`config.mk`:
```
export PLATFORM = sky130hd
export DESIGN_NAME = slm_bridge_top
export DESIGN_NICKNAME = d
export VERILOG_FILES = /design/src/slm_bridge_pkg.sv /design/src/cmd_pairer.sv /design/src/reply_queue.sv /design/src/slm_bridge_top.sv /design/src/slm_reset_gen.sv /design/src/spi_master.sv /design/src/uart_rx.sv /design/src/uart_tx.sv
export SDC_FILE = /design/constraint.sdc
export NUM_CORES = 1
export LEC_CHECK = 0
export BUFFER_PORTS_ARGS = -buffer_cell sky130_fd_sc_hd__buf_2
export CAP_MARGIN = 10
export CORE_UTILIZATION = 56
export DETAILED_ROUTE_END_ITERATION = 10
export PLACE_DENSITY = 0.75
export SLEW_MARGIN = 20
export SYNTH_ARGS = -nofsm -noshare
export SYNTH_HDL_FRONTEND = slang
export SYNTH_SLANG_ARGS = --single-unit
```
`constraint.sdc`:
```
create_clock -name sys_clk -period 3.2 [get_ports sys_clk]
set_input_delay 0.32 -clock sys_clk [delete_from_list [all_inputs] [get_ports sys_clk]]
set_output_delay 0.32 -clock sys_clk [all_outputs]
set_load 0.05 [all_outputs]
```
`src/slm_bridge_pkg.sv`:
```
// shared types and constants for the UART to SPI bridge
// DEFAULT_CLKS_PER_BIT assumes a 100 MHz sys_clk and 115200 baud
// REPLY_DEPTH is expected to stay small, the queue is built from flops

`default_nettype none

package slm_bridge_pkg;

  // one UART or SPI byte
  typedef logic [7:0] byte_t;

  // spi frame word, address in [15:8] and data in [7:0]
  typedef logic [15:0] spi_word_t;

  // 100e6 / 115200 rounded down
  localparam int DEFAULT_CLKS_PER_BIT = 868;

  // sys_clk cycles per SCK half period
  localparam int SPI_CLK_DIV = 4;
  localparam int SPI_FRAME_BITS = 16;

  // cycles the SLM stays in reset after the command drops
  localparam int RESET_HOLD_CYCLES = 10;

  // reply bytes waiting for the UART
  localparam int REPLY_DEPTH = 4;

endpackage

`default_nettype wire

```
`src/cmd_pairer.sv`:
```
// groups received bytes in arrival order, address first, data second
// pairing restarts only on reset, a lost byte shifts every later pair
// spi_start_o follows the second rx_valid_i by exactly one cycle

`timescale 1ns/1ps
`default_nettype none

module cmd_pairer (
  input  logic                      sys_clk,
  input  logic                      reset_all_cmd_w,
  input  logic                      rx_valid_i,
  input  slm_bridge_pkg::byte_t     rx_byte_i,
  output logic                      spi_start_o,
  output slm_bridge_pkg::spi_word_t spi_word_o
);

  import slm_bridge_pkg::*;

  // address byte waiting for its data byte
  byte_t held_byte;
  // high once the first byte of a pair is in
  logic  odd_seen;

  always_ff @(posedge sys_clk) begin
    if (reset_all_cmd_w) begin
      odd_seen    <= 1'b0;
      spi_start_o <= 1'b0;
    end else begin
      spi_start_o <= 1'b0;
      if (rx_valid_i) begin
        held_byte <= rx_byte_i;
        odd_seen  <= ~odd_seen;
        // second byte closes the pair
        if (odd_seen) begin
          spi_word_o  <= {held_byte, rx_byte_i};
          spi_start_o <= 1'b1;
        end
      end
    end
  end

endmodule

`default_nettype wire

```
`src/reply_queue.sv`:
```
// small FIFO between the SPI reply and the UART transmitter
// a reply that finds the queue full is lost
// each entry leaves as one tx_start_o pulse, one cycle after the pop
// REPLY_DEPTH need not be a power of two

`timescale 1ns/1ps
`default_nettype none

module reply_queue (
  input  logic                  sys_clk,
  input  logic                  reset_all_cmd_w,
  input  logic                  spi_done_i,
  input  slm_bridge_pkg::byte_t reply_byte_i,
  input  logic                  tx_busy_i,
  output logic                  tx_start_o,
  output slm_bridge_pkg::byte_t tx_byte_o
);

  import slm_bridge_pkg::*;

  byte_t                            mem [REPLY_DEPTH];
  logic [$clog2(REPLY_DEPTH)-1:0]   wr_ptr;
  logic [$clog2(REPLY_DEPTH)-1:0]   rd_ptr;
  logic [$clog2(REPLY_DEPTH+1)-1:0] count;
  logic                             push;
  logic                             pop;

  assign push = spi_done_i && (int'(count) != REPLY_DEPTH);
  // tx_busy_i lags tx_start_o by a cycle, so block the pop behind a pulse
  assign pop  = (count != '0) && !tx_busy_i && !tx_start_o;

  // storage and read data
  always_ff @(posedge sys_clk) begin
    if (push) begin
      mem[wr_ptr] <= reply_byte_i;
    end
    if (pop) begin
      tx_byte_o <= mem[rd_ptr];
    end
  end

  always_ff @(posedge sys_clk) begin
    if (reset_all_cmd_w) begin
      wr_ptr     <= '0;
      rd_ptr     <= '0;
      count      <= '0;
      tx_start_o <= 1'b0;
    end else begin
      tx_start_o <= pop;
      if (push) begin
        wr_ptr <= (int'(wr_ptr) == REPLY_DEPTH - 1) ? '0 : wr_ptr + 1'b1;
      end
      if (pop) begin
        rd_ptr <= (int'(rd_ptr) == REPLY_DEPTH - 1) ? '0 : rd_ptr + 1'b1;
      end
      case ({push, pop})
        2'b10:   count <= count + 1'b1;
        2'b01:   count <= count - 1'b1;
        default: count <= count;
      endcase
    end
  end

endmodule

`default_nettype wire

```
`src/slm_bridge_top.sv`:
```
// UART to SPI control bridge for the SLM board
// byte pairs from the PC become 16-bit SPI writes, address first
// each reply byte from the SLM goes back over UART TX
// CLKS_PER_BIT sets the baud rate, at least 4

`timescale 1ns/1ps
`default_nettype none

module slm_bridge_top #(
  parameter int CLKS_PER_BIT = slm_bridge_pkg::DEFAULT_CLKS_PER_BIT
) (
  input  logic sys_clk,
  input  logic reset_all_cmd_w,
  input  logic uart_rx_i,
  input  logic spi_sout_i,
  output logic uart_tx_o,
  output logic spi_sen_o,
  output logic spi_sck_o,
  output logic spi_sdat_o,
  output logic slm_reset_n_o
);

  import slm_bridge_pkg::*;

  logic      rx_valid;
  byte_t     rx_byte;
  logic      spi_start;
  spi_word_t spi_word;
  logic      spi_done;
  byte_t     reply_byte;
  logic      tx_start;
  byte_t     tx_byte;
  logic      tx_busy;

  //////////////////////////////////////////////////
  // PC to SLM
  //////////////////////////////////////////////////

  uart_rx #(
    .CLKS_PER_BIT (CLKS_PER_BIT)
  ) u_uart_rx (
    .sys_clk         (sys_clk),
    .reset_all_cmd_w (reset_all_cmd_w),
    .uart_rx_i       (uart_rx_i),
    .rx_valid_o      (rx_valid),
    .rx_byte_o       (rx_byte)
  );

  cmd_pairer u_cmd_pairer (
    .sys_clk         (sys_clk),
    .reset_all_cmd_w (reset_all_cmd_w),
    .rx_valid_i      (rx_valid),
    .rx_byte_i       (rx_byte),
    .spi_start_o     (spi_start),
    .spi_word_o      (spi_word)
  );

  // busy flag not needed here, starts during a frame are dropped inside
  spi_master u_spi_master (
    .sys_clk         (sys_clk),
    .reset_all_cmd_w (reset_all_cmd_w),
    .spi_start_i     (spi_start),
    .spi_word_i      (spi_word),
    .spi_sout_i      (spi_sout_i),
    .spi_sen_o       (spi_sen_o),
    .spi_sck_o       (spi_sck_o),
    .spi_sdat_o      (spi_sdat_o),
    .spi_busy_o      (),
    .spi_done_o      (spi_done),
    .reply_byte_o    (reply_byte)
  );

  //////////////////////////////////////////////////
  // SLM replies back to PC
  //////////////////////////////////////////////////

  reply_queue u_reply_queue (
    .sys_clk         (sys_clk),
    .reset_all_cmd_w (reset_all_cmd_w),
    .spi_done_i      (spi_done),
    .reply_byte_i    (reply_byte),
    .tx_busy_i       (tx_busy),
    .tx_start_o      (tx_start),
    .tx_byte_o       (tx_byte)
  );

  uart_tx #(
    .CLKS_PER_BIT (CLKS_PER_BIT)
  ) u_uart_tx (
    .sys_clk         (sys_clk),
    .reset_all_cmd_w (reset_all_cmd_w),
    .tx_start_i      (tx_start),
    .tx_byte_i       (tx_byte),
    .uart_tx_o       (uart_tx_o),
    .tx_busy_o       (tx_busy)
  );

  // SLM reset pin
  slm_reset_gen u_slm_reset_gen (
    .sys_clk         (sys_clk),
    .reset_all_cmd_w (reset_all_cmd_w),
    .slm_reset_n_o   (slm_reset_n_o)
  );

endmodule

`default_nettype wire

```
`src/slm_reset_gen.sv`:
```
// active-low SLM reset, stretched past the reset command
// low while the command is high and RESET_HOLD_CYCLES cycles after it

`timescale 1ns/1ps
`default_nettype none

module slm_reset_gen (
  input  logic sys_clk,
  input  logic reset_all_cmd_w,
  output logic slm_reset_n_o
);

  import slm_bridge_pkg::*;

  // cycles of hold still to go
  logic [$clog2(RESET_HOLD_CYCLES+1)-1:0] hold_cnt;

  always_ff @(posedge sys_clk) begin
    if (reset_all_cmd_w) begin
      hold_cnt <= $bits(hold_cnt)'(RESET_HOLD_CYCLES);
    end else if (hold_cnt != '0) begin
      hold_cnt <= hold_cnt - 1'b1;
    end
  end

  // command itself pulls the pin low in the same cycle
  assign slm_reset_n_o = !reset_all_cmd_w && (hold_cnt == '0);

endmodule

`default_nettype wire

```
`src/spi_master.sv`:
```
// 16-bit SPI master, mode 0, MSB first, one frame per start strobe
// SEN falls one cycle after spi_start_i and stays low for
// SPI_FRAME_BITS * 2 * SPI_CLK_DIV cycles
// a start strobe while busy is ignored
// reply_byte_o holds the last 8 bits sampled, the lower half of the frame

`timescale 1ns/1ps
`default_nettype none

module spi_master (
  input  logic                      sys_clk,
  input  logic                      reset_all_cmd_w,
  input  logic                      spi_start_i,
  input  slm_bridge_pkg::spi_word_t spi_word_i,
  input  logic                      spi_sout_i,
  output logic                      spi_sen_o,
  output logic                      spi_sck_o,
  output logic                      spi_sdat_o,
  output logic                      spi_busy_o,
  output logic                      spi_done_o,
  output slm_bridge_pkg::byte_t     reply_byte_o
);

  import slm_bridge_pkg::*;

  typedef enum logic [1:0] {
    SPI_IDLE,
    SPI_SHIFT,
    SPI_DONE
  } spi_state_t;

  spi_state_t                              state;
  // position inside one SCK half period
  logic [$clog2(SPI_CLK_DIV)-1:0]          div_cnt;
  // number of SCK edges so far in the frame
  logic [$clog2(2 * SPI_FRAME_BITS)-1:0]   edge_cnt;
  spi_word_t                               tx_sh;
  byte_t                                   rx_sh;

  assign reply_byte_o = rx_sh;

  //////////////////////////////////////////////////
  // frame sequencer
  //////////////////////////////////////////////////

  always_ff @(posedge sys_clk) begin
    if (reset_all_cmd_w) begin
      state      <= SPI_IDLE;
      div_cnt    <= '0;
      edge_cnt   <= '0;
      spi_sen_o  <= 1'b1;
      spi_sck_o  <= 1'b0;
      spi_sdat_o <= 1'b0;
      spi_busy_o <= 1'b0;
      spi_done_o <= 1'b0;
    end else begin
      spi_done_o <= 1'b0;
      case (state)
        SPI_IDLE: begin
          div_cnt  <= '0;
          edge_cnt <= '0;
          if (spi_start_i) begin
            tx_sh      <= spi_word_i;
            // msb is on the line before the first rising edge
            spi_sdat_o <= spi_word_i[SPI_FRAME_BITS-1];
            spi_sen_o  <= 1'b0;
            spi_busy_o <= 1'b1;
            state      <= SPI_SHIFT;
          end
        end
        SPI_SHIFT: begin
          if (int'(div_cnt) == SPI_CLK_DIV - 1) begin
            div_cnt   <= '0;
            edge_cnt  <= edge_cnt + 1'b1;
            spi_sck_o <= ~spi_sck_o;
            if (!spi_sck_o) begin
              // rising edge, sample MISO
              rx_sh <= {rx_sh[6:0], spi_sout_i};
            end else if (int'(edge_cnt) == 2 * SPI_FRAME_BITS - 1) begin
              // last falling edge ends the frame
              spi_sen_o <= 1'b1;
              state     <= SPI_DONE;
            end else begin
              // falling edge, next bit out
              tx_sh      <= {tx_sh[SPI_FRAME_BITS-2:0], 1'b0};
              spi_sdat_o <= tx_sh[SPI_FRAME_BITS-2];
            end
          end else begin
            div_cnt <= div_cnt + 1'b1;
          end
        end
        SPI_DONE: begin
          // one cycle after SEN is back high
          spi_done_o <= 1'b1;
          spi_busy_o <= 1'b0;
          state      <= SPI_IDLE;
        end
        default: state <= SPI_IDLE;
      endcase
    end
  end

endmodule

`default_nettype wire

```
`src/uart_rx.sv`:
```
// UART receiver, 8 data bits, no parity, one stop bit, LSB first
// the line passes two sync flops, so the strobe trails the true
// stop-bit middle by a fixed two cycles
// CLKS_PER_BIT must be at least 4
// a low stop bit drops the byte and raises no error flag

`timescale 1ns/1ps
`default_nettype none

module uart_rx #(
  parameter int CLKS_PER_BIT = slm_bridge_pkg::DEFAULT_CLKS_PER_BIT
) (
  input  logic                  sys_clk,
  input  logic                  reset_all_cmd_w,
  input  logic                  uart_rx_i,
  output logic                  rx_valid_o,
  output slm_bridge_pkg::byte_t rx_byte_o
);

  import slm_bridge_pkg::*;

  typedef enum logic [1:0] {
    RX_IDLE,
    RX_START,
    RX_DATA,
    RX_STOP
  } rx_state_t;

  rx_state_t                       state;
  logic [$clog2(CLKS_PER_BIT)-1:0] cnt;
  logic [2:0]                      bit_idx;
  logic                            rx_meta;
  logic                            rx_sync;
  byte_t                           shreg;

  // two-flop sync, idles high
  always_ff @(posedge sys_clk) begin
    if (reset_all_cmd_w) begin
      rx_meta <= 1'b1;
      rx_sync <= 1'b1;
    end else begin
      rx_meta <= uart_rx_i;
      rx_sync <= rx_meta;
    end
  end

  always_ff @(posedge sys_clk) begin
    if (reset_all_cmd_w) begin
      state      <= RX_IDLE;
      cnt        <= '0;
      bit_idx    <= '0;
      rx_valid_o <= 1'b0;
    end else begin
      rx_valid_o <= 1'b0;
      case (state)
        RX_IDLE: begin
          cnt <= '0;
          // falling edge marks a possible start bit
          if (!rx_sync) begin
            state <= RX_START;
          end
        end
        RX_START: begin
          // recheck at half a bit to reject glitches
          if (int'(cnt) == CLKS_PER_BIT / 2 - 1) begin
            cnt     <= '0;
            bit_idx <= '0;
            state   <= rx_sync ? RX_IDLE : RX_DATA;
          end else begin
            cnt <= cnt + 1'b1;
          end
        end
        RX_DATA: begin
          if (int'(cnt) == CLKS_PER_BIT - 1) begin
            cnt <= '0;
            // lsb arrives first, so shift in from the top
            shreg <= {rx_sync, shreg[7:1]};
            bit_idx <= bit_idx + 1'b1;
            if (bit_idx == 3'd7) begin
              state <= RX_STOP;
            end
          end else begin
            cnt <= cnt + 1'b1;
          end
        end
        RX_STOP: begin
          if (int'(cnt) == CLKS_PER_BIT - 1) begin
            cnt   <= '0;
            state <= RX_IDLE;
            // framing check
            if (rx_sync) begin
              rx_valid_o <= 1'b1;
              rx_byte_o  <= shreg;
            end
          end else begin
            cnt <= cnt + 1'b1;
          end
        end
        default: state <= RX_IDLE;
      endcase
    end
  end

endmodule

`default_nettype wire

```
`src/uart_tx.sv`:
```
// UART transmitter, 8 data bits, no parity, one stop bit, LSB first
// tx_busy_o rises the cycle after tx_start_i and falls after the stop bit
// a start strobe while busy is ignored
// CLKS_PER_BIT must be at least 4

`timescale 1ns/1ps
`default_nettype none

module uart_tx #(
  parameter int CLKS_PER_BIT = slm_bridge_pkg::DEFAULT_CLKS_PER_BIT
) (
  input  logic                  sys_clk,
  input  logic                  reset_all_cmd_w,
  input  logic                  tx_start_i,
  input  slm_bridge_pkg::byte_t tx_byte_i,
  output logic                  uart_tx_o,
  output logic                  tx_busy_o
);

  import slm_bridge_pkg::*;

  typedef enum logic [1:0] {
    TX_IDLE,
    TX_START,
    TX_DATA,
    TX_STOP
  } tx_state_t;

  tx_state_t                       state;
  logic [$clog2(CLKS_PER_BIT)-1:0] cnt;
  logic [2:0]                      bit_idx;
  byte_t                           shreg;

  always_ff @(posedge sys_clk) begin
    if (reset_all_cmd_w) begin
      state     <= TX_IDLE;
      cnt       <= '0;
      bit_idx   <= '0;
      uart_tx_o <= 1'b1;
      tx_busy_o <= 1'b0;
    end else begin
      case (state)
        TX_IDLE: begin
          cnt       <= '0;
          uart_tx_o <= 1'b1;
          if (tx_start_i) begin
            shreg     <= tx_byte_i;
            uart_tx_o <= 1'b0;
            tx_busy_o <= 1'b1;
            state     <= TX_START;
          end
        end
        TX_START: begin
          if (int'(cnt) == CLKS_PER_BIT - 1) begin
            cnt       <= '0;
            bit_idx   <= '0;
            uart_tx_o <= shreg[0];
            state     <= TX_DATA;
          end else begin
            cnt <= cnt + 1'b1;
          end
        end
        TX_DATA: begin
          if (int'(cnt) == CLKS_PER_BIT - 1) begin
            cnt <= '0;
            if (bit_idx == 3'd7) begin
              // stop bit
              uart_tx_o <= 1'b1;
              state     <= TX_STOP;
            end else begin
              bit_idx   <= bit_idx + 1'b1;
              shreg     <= {1'b0, shreg[7:1]};
              uart_tx_o <= shreg[1];
            end
          end else begin
            cnt <= cnt + 1'b1;
          end
        end
        TX_STOP: begin
          if (int'(cnt) == CLKS_PER_BIT - 1) begin
            cnt       <= '0;
            tx_busy_o <= 1'b0;
            state     <= TX_IDLE;
          end else begin
            cnt <= cnt + 1'b1;
          end
        end
        default: state <= TX_IDLE;
      endcase
    end
  end

endmodule

`default_nettype wire

```
==> results.tsv <==
stage	metric	value	unit
outcome	status	completed	
worst_setup_path	start_kind	flip-flop	
cells_and_area	area_delta_synth_final	11.8	%
logic_synthesis	synth_edf_count	111	
timing	final.setup_skew	0.00787	ns
place	hpwl	6.91	mm
global_routing	grt_pass1_wl	18.3	mm
logic_synthesis	yosysWarningCount	0	
cells_and_area	antennaDiodeCount	0	
global_routing	grt_overflow	0	
logic_synthesis	async_flop_share	0	%
drt	wl_per_cell	15.2	um
global_routing	antenna_found_initial	0	
drt	wl	10.8	mm
timing	setup_viol	0	
timing	rsz0062_at_grt	false	
worst_setup_path	reg2reg_slack	0.86	ns
cells_and_area	drive_gt1_share	14.8	%
clocking	cts_tree	done	
logic_synthesis	synthCells	515	
clocking	cts_buffers	17	
worst_setup_path	critPathMostFrequentCell	ha_1	
logic_synthesis	synth_ff_type	edfxtp_1	
clocking	clock_latency	0.42	ns
worst_setup_path	crit_required	3.25	ns
worst_setup_path	crit_fanout	15	
global_routing	grt_pass1_vias	3826	
drt	vias	3898	
hold_path	hold_class	in -> reg	
drt	drtPass1Iterations	4	
logic_synthesis	yosys.area.top_type_share	47.7	%
worst_setup_path	critPathKind	reg -> reg	
die	dieArea	0.0129	mm^2
timing	hold_viol_final	0	
clocking	clkSinkCount	173	
clocking	clkTransAtPathRegs	0.06	ns
timing	min_period	2.34	ns
worst_setup_path	slowest_delay	0.60	ns
timing	relSlewSlack	52.7	%
power	power.density	618	mW/mm^2
die	start_util	57.9	%
timing	period_share	73.1	%
clocking	htree_levels	4	
timing	tightestPinTransition	0.710	ns
place	gp_congestion	0.788	
logic_synthesis	netlist_area	0.00698	mm^2
drt	antenna_left	0	
logic_synthesis	synth_top_area_cell	edfxtp_1	
worst_setup_path	crit_path_cell_trace	ha_1 > and3_1 > ha_1 > nand4b_1 > a21oi_1 > and2_1	
die	fp.dieW	114	um
global_routing	grt_util_all_layers	18.7	%
place	io_buffers	8	
timing	finalSetupTns	0	ns
worst_setup_path	slowest_stage	and2_1	
die	ios	9	
cells_and_area	nets	563	
clocking	postCtsSetupRepairBufs	0	
timing	timing.hold.ws	0.0768	ns
logic_synthesis	synth_area_leaders	edfxtp_1, dfxtp_1, ha_1, mux2_2, nor2_1	
die	fp-row-count	40	
worst_setup_path	r2r_end	u_spi_master.tx_sh[8]	
logic_synthesis	ys_seq_area_share	65.5	%
power	p_leak	2.62	nW
worst_setup_path	crit_arrival	2.39	ns
die	chipHeight	114	um
worst_setup_path	ff2ff_path_depth	6	
global_routing	grt_max_degree	36	
clocking	postCtsHoldBufs	0	
worst_setup_path	critPathCapture	u_spi_master.tx_sh[8]	
drt	viasPerCell	5.49	
worst_setup_path	startpoint	u_spi_master.edge_cnt[0]	
logic_synthesis	synthesis.nets	549	
clocking	cts-resized-gates	0	
timing	slew_viol_final	0	
power	peakVddDrop	0.364	mV
job	drv_cap	0	
worst_setup_path	timing.rr.start	u_spi_master.edge_cnt[0]	
logic_synthesis	syn_avg_cell_area	13.6	um^2
worst_setup_path	crit_path_end_kind	flip-flop	
clocking	root_buffer	clkbuf_16	
die	core	0.0121	mm^2
timing	timing.fmax	428	MHz
drt	drc	0	
drt	drt_iter0_markers	256	
clocking	clockBufferDepth	2	
logic_synthesis	yosys_register_bits	173	
logic_synthesis	ys_types	55	
-- worst max-delay path, delay by kind of cell (launching register included) --
family / cells / cell delay, ns
fa+ha+maj: 2 / 0.43
flops: 1 / 0.34
simple gates: 3 / 0.96
compound gates: 1 / 0.25
-- per-layer routing --
layer	GRT usage [%]	share of wire (%)	wire, um	vias up
met5	0	0	0	-
li1	-	-	-	1923
met1	24.1	48	5120	1912
met3	5.21	3.0	318	13
met2	29.8	48	5190	50
met4	7.89	1.3	142	0
-- cells in the mapped netlist, types with 3 or more instances --
master and n:
a21oi_1 18, a22oi_1 4, a31oi_1 4, and2_1 8
and3_1 5, buf_1 3, clkbuf_1 15, dfxtp_1 62
edfxtp_1 111, ha_1 29, inv_1 22, mux2_2 22
mux2i_1 6, mux4_2 8, nand2_1 16, nand2b_1 6
nand3_1 13, nand4_1 8, nand4b_1 3, nor2_1 54
nor2b_1 10, nor3_1 8, nor3b_1 4, nor4_1 4
o2111ai_1 3, o21ai_0 8, o31ai_1 4, or3_1 4
or4_1 3, xnor2_1 12, xor2_1 9
-- worst min path at each step --
stage / from / to / slack, ns / cells after the start
finish: spi_sout_i / u_spi_master.reply_byte_o[0] / 0.08 / 1
CTS: spi_sout_i / u_spi_master.reply_byte_o[0] / 0.06 / 1
global route: spi_sout_i / u_spi_master.reply_byte_o[0] / 0.05 / 1
floorplan: u_uart_rx.rx_meta / u_uart_rx.rx_sync / 0.39 / 1
global placement: u_uart_rx.shreg[0] / u_uart_rx.rx_byte_o[0] / 0.40 / 0
detailed placement: u_uart_rx.rx_meta / u_uart_rx.rx_sync / 0.40 / 1
-- cells by family (layout without fill, tap and decap cells) --
kind of cell / after synthesis / count (layout) / synth area share (%)
simple gates: 155 / 155 / 11.5
mux: 36 / 36 / 6.99
fa+ha+maj: 30 / 30 / 5.48
compound gates: 59 / 59 / 5.61
xor+xnor: 21 / 21 / 2.63
flops: 173 / 173 / 65.5
buf+inv: 41 / 68 / 2.22
-- registers in the layout, indices dropped and copies added (netlist names), 5 cells and up, named ones only --
register                   count
u_uart_tx.cnt                 10
u_spi_master.reply_byte_o      8
u_uart_rx.cnt                 10
u_reply_queue.mem             32
u_uart_rx.rx_byte_o            8
u_reply_queue.tx_byte_o        8
u_spi_master.edge_cnt          5
u_spi_master.tx_sh            15
u_cmd_pairer.held_byte         8
u_uart_tx.shreg                8
u_cmd_pairer.spi_word_o       16
u_uart_rx.shreg                8
-- cells in the final DEF, fill, tap and decap left out, types with 3 or more instances in the layout --
master and count:
a21oi_1 18, a22oi_1 4, a31oi_1 4, and2_1 8, and3_1 5, buf_2 8
buf_4 6, clkbuf_16 18, dfxtp_1 62, edfxtp_1 111, ha_1 29, inv_1 22
mux2_2 22, mux2i_1 6, mux4_2 8, nand2_1 16, nand2b_1 6, nand3_1 13
nand4_1 8, nand4b_1 3, nor2_1 54, nor2b_1 10, nor3_1 8, nor3b_1 4
nor4_1 4, o2111ai_1 3, o21ai_0 8, o31ai_1 4, or3_1 4, or4_1 3
xnor2_1 12, xor2_1 9
-- final cells by class --
cell class | instances | area, um^2
Tap cell | 168 | 210
Sequential cell | 173 | 4570
Inverter | 22 | 82.6
Clock buffer | 21 | 472
Clock inverter | 11 | 131
Multi-Input combinational cell | 301 | 2250
Fill cell | 859 | 4250
Timing Repair Buffer | 14 | 85.1
-- through the flow --
stage,setup slack (ns),cell area (um^2),utilization (%),total power [mW],std cells
2_1_floorplan,0.184,6980,-,2.74,515
3_3_place_gp,0.935,7210,59.7,2.79,678
3_5_place_dp,0.853,7210,59.7,2.81,678
4_1_cts,0.840,7810,64.7,4.87,710
5_1_grt,0.689,7810,64.7,4.99,710
6_report,0.862,7810,64.7,4.82,710
-- power breakdown --
group | internal (mW) | leakage, nW | switching, mW | total (mW)
sequential | 2.42 | 1.50 | 0.0593 | 2.48
combinational | 0.128 | 0.833 | 0.152 | 0.280
clock | 1.23 | 0.291 | 0.834 | 2.06
total | 3.78 | 2.62 | 1.05 | 4.82
Power figures use the tool's default switching activity.
